==> src/spram_defines.svh <==
// Build-time sizes and reset value for the single-port RAM.
// Include wherever a width, the default latency or the reset word is needed.

`ifndef SPRAM_DEFINES_SVH
`define SPRAM_DEFINES_SVH

// Word address bits, depth is always a power of two
`define SPRAM_ADDR_WIDTH 6

// Data word bits, a whole number of byte lanes
`define SPRAM_DATA_WIDTH 32

// Bits per write lane
`define SPRAM_BYTE_WIDTH 8

// Default total read latency in clka edges, legal range 1 to 5
`define SPRAM_READ_LATENCY 3

// Value that douta and every output stage take while rsta is high
`define SPRAM_RESET_VALUE {`SPRAM_DATA_WIDTH{1'b0}}

`endif

==> src/spram_cfg_pkg.sv <==
// Storage-side types of the single-port RAM.
// Shared by the core, the output pipe and the testbench model.
`default_nettype none

`include "spram_defines.svh"

package spram_cfg_pkg;

    // Derived sizes
    localparam int num_bytes = `SPRAM_DATA_WIDTH / `SPRAM_BYTE_WIDTH;
    localparam int depth     = 1 << `SPRAM_ADDR_WIDTH;

    typedef logic [`SPRAM_ADDR_WIDTH-1:0] addr_t;   // Word address
    typedef logic [`SPRAM_DATA_WIDTH-1:0] word_t;   // One data word
    typedef logic [num_bytes-1:0]         be_t;     // One bit per byte lane

    // What the first output register shows on a write cycle
    typedef enum logic [1:0] {
        wm_read_first  = 2'd0,   // Old contents
        wm_write_first = 2'd1,   // Old contents merged with the new lanes
        wm_no_change   = 2'd2    // Output held
    } write_mode_e;

endpackage

`default_nettype wire

==> src/spram_bus_pkg.sv <==
// Port-A request bundle of the single-port RAM.
// One value per clka cycle, en high marks an access.
`default_nettype none

package spram_bus_pkg;
    import spram_cfg_pkg::*;

    // A nonzero we turns the access into a write of the enabled lanes
    typedef struct packed {
        logic  en;     // Access strobe
        be_t   we;     // Byte-lane write enables
        addr_t addr;   // Word address
        word_t din;    // Write data
    } spram_req_t;

endpackage

`default_nettype wire

==> src/spram_core.sv <==
// Storage half of the single-port RAM.
// Holds the array, applies byte-lane writes and loads the first output
// register according to the write mode. The array has no reset.
`default_nettype none
`timescale 1ns/1ps

`include "spram_defines.svh"

module spram_core #(
    parameter spram_cfg_pkg::write_mode_e write_mode = spram_cfg_pkg::wm_write_first
) (
    input  logic                      clka,
    input  logic                      rsta,     // Async, clears stage1 only
    input  spram_bus_pkg::spram_req_t req,
    output spram_cfg_pkg::word_t      stage1    // First output register
);
    import spram_cfg_pkg::*;
    import spram_bus_pkg::*;

    word_t mem [depth];

    word_t old_word;      // Contents at req.addr before this edge
    word_t merged_word;   // Old contents with the enabled lanes replaced
    logic  is_write;

    // Replace each lane whose enable is set
    function automatic word_t merge_lanes(word_t base, word_t data, be_t lanes);
        word_t result;
        result = base;
        for (int b = 0; b < num_bytes; b++) begin
            if (lanes[b]) begin
                result[b*`SPRAM_BYTE_WIDTH +: `SPRAM_BYTE_WIDTH] =
                    data[b*`SPRAM_BYTE_WIDTH +: `SPRAM_BYTE_WIDTH];
            end
        end
        return result;
    endfunction

    // Unwritten locations read back as zero in simulation
    initial begin
        for (int i = 0; i < depth; i++) begin
            mem[i] = '0;
        end
    end

    assign old_word    = mem[req.addr];
    assign merged_word = merge_lanes(old_word, req.din, req.we);
    assign is_write    = |req.we;

    // Byte-lane write, same edge as the access
    always @(posedge clka) begin
        if (req.en) begin
            for (int b = 0; b < num_bytes; b++) begin
                if (req.we[b]) begin
                    mem[req.addr][b*`SPRAM_BYTE_WIDTH +: `SPRAM_BYTE_WIDTH] <=
                        req.din[b*`SPRAM_BYTE_WIDTH +: `SPRAM_BYTE_WIDTH];
                end
            end
        end
    end

    // First output register, holds while en is low
    always_ff @(posedge clka or posedge rsta) begin
        if (rsta) begin
            stage1 <= `SPRAM_RESET_VALUE;
        end else if (req.en) begin
            case (write_mode)
                wm_read_first: begin
                    stage1 <= old_word;
                end
                wm_write_first: begin
                    stage1 <= merged_word;    // Equals old_word on a plain read
                end
                wm_no_change: begin
                    if (!is_write) begin
                        stage1 <= old_word;   // Writes leave the output alone
                    end
                end
                default: begin
                    stage1 <= old_word;
                end
            endcase
        end
    end

endmodule

`default_nettype wire

==> src/spram_out_pipe.sv <==
// Output registers 2 to N of the single-port RAM.
// Middle stages advance on every edge, the final stage loads only while
// regcea is high. Latency 1 has no extra stage at all.
`default_nettype none
`timescale 1ns/1ps

`include "spram_defines.svh"

module spram_out_pipe #(
    parameter int read_latency = `SPRAM_READ_LATENCY
) (
    input  logic                 clka,
    input  logic                 rsta,
    input  spram_cfg_pkg::word_t stage1,
    input  logic                 regcea,   // Final stage enable
    output spram_cfg_pkg::word_t douta
);
    import spram_cfg_pkg::*;

    if (read_latency < 1 || read_latency > 5) begin : gen_bad_latency
        $error("spram_out_pipe: read_latency %0d outside 1 to 5", read_latency);
    end

    if (read_latency == 1) begin : gen_direct
        assign douta = stage1;   // stage1 is the only register
    end else begin : gen_pipe
        for (genvar i = 0; i < read_latency - 1; i++) begin : gen_stage
            word_t d;
            word_t q;
            logic  load;

            if (i == 0) begin : gen_first
                assign d = stage1;
            end else begin : gen_next
                assign d = gen_stage[i-1].q;
            end

            // Only the last stage listens to regcea
            assign load = (i == read_latency - 2) ? regcea : 1'b1;

            always_ff @(posedge clka or posedge rsta) begin
                if (rsta) begin
                    q <= `SPRAM_RESET_VALUE;
                end else if (load) begin
                    q <= d;
                end
            end
        end

        assign douta = gen_stage[read_latency-2].q;
    end

endmodule

`default_nettype wire

==> src/spram_top.sv <==
// Single-port RAM top level with byte-lane writes, selectable write mode
// and read latency 1 to 5. An access at edge N shows on douta after edge
// N+L-1 when regcea is high at that final edge.
`default_nettype none
`timescale 1ns/1ps

`include "spram_defines.svh"

module spram_top #(
    parameter spram_cfg_pkg::write_mode_e write_mode   = spram_cfg_pkg::wm_write_first,
    parameter int                         read_latency = `SPRAM_READ_LATENCY
) (
    input  logic                      clka,
    input  logic                      rsta,     // Async, output side only
    input  spram_bus_pkg::spram_req_t req,
    input  logic                      regcea,
    output spram_cfg_pkg::word_t      douta
);
    import spram_cfg_pkg::*;
    import spram_bus_pkg::*;

    word_t stage1;   // Core output register into the pipe

    spram_core #(
        .write_mode (write_mode)
    ) core0 (
        .clka   (clka),
        .rsta   (rsta),
        .req    (req),
        .stage1 (stage1)
    );

    spram_out_pipe #(
        .read_latency (read_latency)
    ) pipe0 (
        .clka   (clka),
        .rsta   (rsta),
        .stage1 (stage1),
        .regcea (regcea),
        .douta  (douta)
    );

endmodule

`default_nettype wire
==> config.mk <==
export PLATFORM = sky130hd
export DESIGN_NAME = spram_top
export DESIGN_NICKNAME = d
export VERILOG_FILES = /design/src/spram_cfg_pkg.sv /design/src/spram_bus_pkg.sv /design/src/spram_core.sv /design/src/spram_out_pipe.sv /design/src/spram_top.sv
export VERILOG_INCLUDE_DIRS = /design/src
export SDC_FILE = /design/constraint.sdc
export NUM_CORES = 2
export LEC_CHECK = 0
export ABC_AREA = 1
export BUFFER_PORTS_ARGS = -buffer_cell sky130_fd_sc_hd__buf_2
export CAP_MARGIN = 20
export CELL_PAD_IN_SITES_DETAIL_PLACEMENT = 1
export CELL_PAD_IN_SITES_GLOBAL_PLACEMENT = 2
export CORE_MARGIN = 3
export CORE_UTILIZATION = 45
export CTS_CLUSTER_SIZE = 12
export DETAILED_ROUTE_END_ITERATION = 10
export PLACE_DENSITY_LB_ADDON = 0.1
export SLEW_MARGIN = 20
export SYNTH_ARGS = -nofsm -noshare
export SYNTH_HDL_FRONTEND = slang
export SYNTH_SLANG_ARGS = --single-unit
==> constraint.sdc <==
create_clock -name clka -period 5.7 [get_ports clka]
set_input_delay 0.855 -clock clka [delete_from_list [all_inputs] [get_ports clka]]
set_output_delay 0.855 -clock clka [all_outputs]
set_load 0.005 [all_outputs]
==> run_results.csv <==
group,metric,value,unit
synthesis,synthCells,9021,
setup_path,crit_path_end_kind,"flop",
pwr,p_per_area,338,mW/mm2
min_path,hp-class,"in2async",
timing,period_minus_slack,4.16,ns
drt,drt-total-wl,300000,um
placed_design,place_inst,11400,
setup_path,crit_arrival,4.66,ns
clock_tree,cts_root_buf,"clkbuf_16",
clock_tree,cts_tree,"yes",
die,dieArea,0.206,mm2
timing,final-max-slew-violation-count,0,
clock_tree,cts.path.max_buffers,3,
global_route,grt_pass1_wl,437000,um
synthesis,syn_nets,9067,
synthesis,yosysWarnings,0,
timing,setup_viol,0,
setup_path,path_delay_family,"simple AND/OR/NAND/NOR gates",
clock_tree,cts_resized,0,
global_route,grt_util_met1,39.7,%
timing,finalHoldViolations,0,
clock_tree,insertion_delay,0.88,ns
pwr,comb_power_share,6.6,%
setup_path,crit_chain,"buf_8 -> inv_8 -> nor2_1 -> inv_1 -> nor2_2 -> nand2_1 -> nor2_1",
layout,area_growth,11.1,%
setup_path,start_kind,"input port",
drt,viasPerCell,5.32,
die,die_h,454,um
pwr,p_sw_share,23.6,%
clock_tree,cts_made_buffers,227,
global_route,grt_max_degree,211,
global_route,use_met3,5.19,%
die,chipWidth,454,um
status,status,"finished, final reports clean",
die,rows,163,
layout,nFillCells,21700,
setup_path,crit_buf_inv,3,
placed_design,dp_hpwl,184000,um
pwr,p_leak,42.1,nW
layout,final_cells,11800,
timing,relSlewSlack,17.2,%
setup_path,r2r_start,"core0.mem[51][20]$_DFFE_PP_",
setup_path,timing.reg2reg.worst_path_depth,12,
flow_run,cap_violations,0,
drt,drtAntennaViolNets,0,
layout,final_common_cell,"nand2_1",
synthesis,seq_area_frac_synth,70.6,%
die,start_util,45.5,%
global_route,grt_pass1_vias,64600,
layout,nets,9036,
timing,worst_pin_slew,1.24,ns
timing,rsz0062_at_grt,"no",
setup_path,path_max_fanout,63,
layout,drive_gt1_share,6.30,%
clock_tree,cts_hold_buf,0,
synthesis,yosysTopAreaCell,"edfxtp_1",
synthesis,syn-cell-area,0.0905,mm2
global_route,grtUsageTotal,29.0,%
layout,final_cell_mix,"nand2_1, edfxtp_1, nor2_1, clkbuf_16, buf_4",
placed_design,port_buffers,77,
synthesis,synth-seq-cells,2144,
timing,fin_crit_sh,73.1,%
drt,drc_errors,0,
global_route,use_met2,47.2,%
pwr,clkPwrFrac,41.8,%
placed_design,place_area,0.0933,mm2
global_route,top_usage_layer,"met2",
synthesis,synthDominantCellAreaShare,68.0,%
layout,regArea,0.0639,mm2
die,num_io_pins,78,
setup_path,cp.required,6.19,ns
layout,multi_input_area,0.0242,mm2
global_route,antenna_found_initial,32,
layout,finalInstanceArea,0.100,mm2
drt,drtPass1Iterations,5,
pwr,irDropWorstVdd,0.314,mV
setup_path,r2r-end,"core0.stage1[20]$_DFFE_PP0P_",
setup_path,slowest_delay,0.87,ns
clock_tree,htree_levels,4,
pwr,power_frac_seq,51.6,%
drt,dr_total_vias,63000,
setup_path,cp_common_cell,"nor2_1",
layout,utilization,50.6,%
synthesis,postSynthAreaPerCell,10.0,um2
setup_path,worst_path_max_delay_cell,"nor2_1",
clock_tree,cts_sinks,2144,
pwr,p_int,26.0,mW
timing,holdWs,0.0900,ns
global_route,grt.overflow.total,0,
synthesis,ys_top_cells_by_area,"edfxtp_1, nand2_1, dfrtp_1",
synthesis,yosysUniqueCellTypes,21,
die,core,0.199,mm2
timing,max_freq,240,MHz
timing,skew,0.0331,ns
timing,setup_tns,0,ns
setup_path,reg2reg_slack,3.65,ns
clock_tree,cts_setup_buffers,0,
placed_design,gp_congestion,0.846,
drt,drt_iter0_markers,5467,
clock_tree,clkTransAtPathRegs,0.06,ns
drt,post_drt_wl_per_cell,25.4,um
pwr,switching_power,8.01,mW
setup_path,critPathKind,"in2reg",
==> how the worst max path moves through the flow <==
stage	from	to	slack [ns]	depth (start not counted)
floorplan	rsta	core0.stage1[0]$_DFFE_PP0P_	2.34	1
detailed placement	req[33]	core0.mem[27][23]$_DFFE_PP_	0.82	7
finish	req[33]	core0.mem[11][17]$_DFFE_PP_	1.54	7
CTS	req[34]	core0.mem[62][7]$_DFFE_PP_	1.73	6
global route	req[33]	core0.mem[43][4]$_DFFE_PP_	1.50	7
global placement	req[33]	core0.mem[27][18]$_DFFE_PP_	0.96	7
==> flip-flops by register name, indices dropped and copies added, names as in the netlist <==
register / cells
core0.mem: 2048
core0.stage1: 32
pipe0.gen_pipe.gen_stage.q: 32
pipe0.douta: 32
==> logic make-up after synthesis <==
kind of cell / share of synthesized area (%)
buffers and inverters: 2.69
flip-flops: 70.6
AO/OA/AOI/OAI: 0.324
multiplexers: 0.398
AND/OR/NAND/NOR: 25.9
==> synth_stat cells <==
master,count
nand2_1,5837
edfxtp_1,2048
nor2_1,331
buf_2,252
clkbuf_1,163
dfrtp_1,96
inv_1,84
buf_1,52
a21oi_1,44
nand3_1,39
mux2_2,32
nor2_2,8
nor3_1,8
inv_2,7
o21ai_1,6
o211ai_1,5
or2_2,4
buf_4,2
buf_6,1
o21ai_0,1
or2_1,1
==> layout make-up <==
cell class / instances / area share [%]
Inverter: 91 / 0.365
Tap cell: 2640 / 3.29
Multi-Input combinational cell: 6316 / 24.1
Timing Repair Buffer: 210 / 1.63
Clock inverter: 107 / 0.874
Sequential cell: 2144 / 63.6
Clock buffer: 311 / 6.13
Antenna cell: 23 / 0.0573
==> per-stage QoR <==
step	worst slack [ns]	total power, mW
after global routing	1.50	35.1
final	1.54	34.0
after detailed placement	0.817	20.1
after floorplan	2.34	19.0
after global placement	0.958	20.1
after CTS	1.73	34.2
==> metal layers <==
layer  vias to the layer above  wire length (um)
li1                      29000                 -
met1                     31700            129000
met2                      1830            142000
met3                       430             19700
met4                        10              9860
met5                         -               230
==> worst register-to-register path, cell delays in order (launching register included) <==
cell,delay (ns)
edfxtp_1,0.39
nand2_1,0.10
nand2_1,0.12
nand2_1,0.09
nand2_1,0.07
nand2_1,0.06
nand2_1,0.06
nand2_1,0.06
nand2_1,0.10
nor2_1,0.43
nand3_1,0.27
nand2_1,0.13
nand2_1,0.05
==> power by group through the flow <==
stage / combinational, mW / sequential (mW) / clock (mW)
after global placement: 2.21 / 17.9 / 0
after global routing: 2.47 / 17.5 / 15.0
after CTS: 2.25 / 17.5 / 14.4
after detailed placement: 2.24 / 17.9 / 0
after floorplan: 1.18 / 17.8 / 0
final: 2.24 / 17.5 / 14.2
No activity file was read; power rests on OpenSTA's default activity.
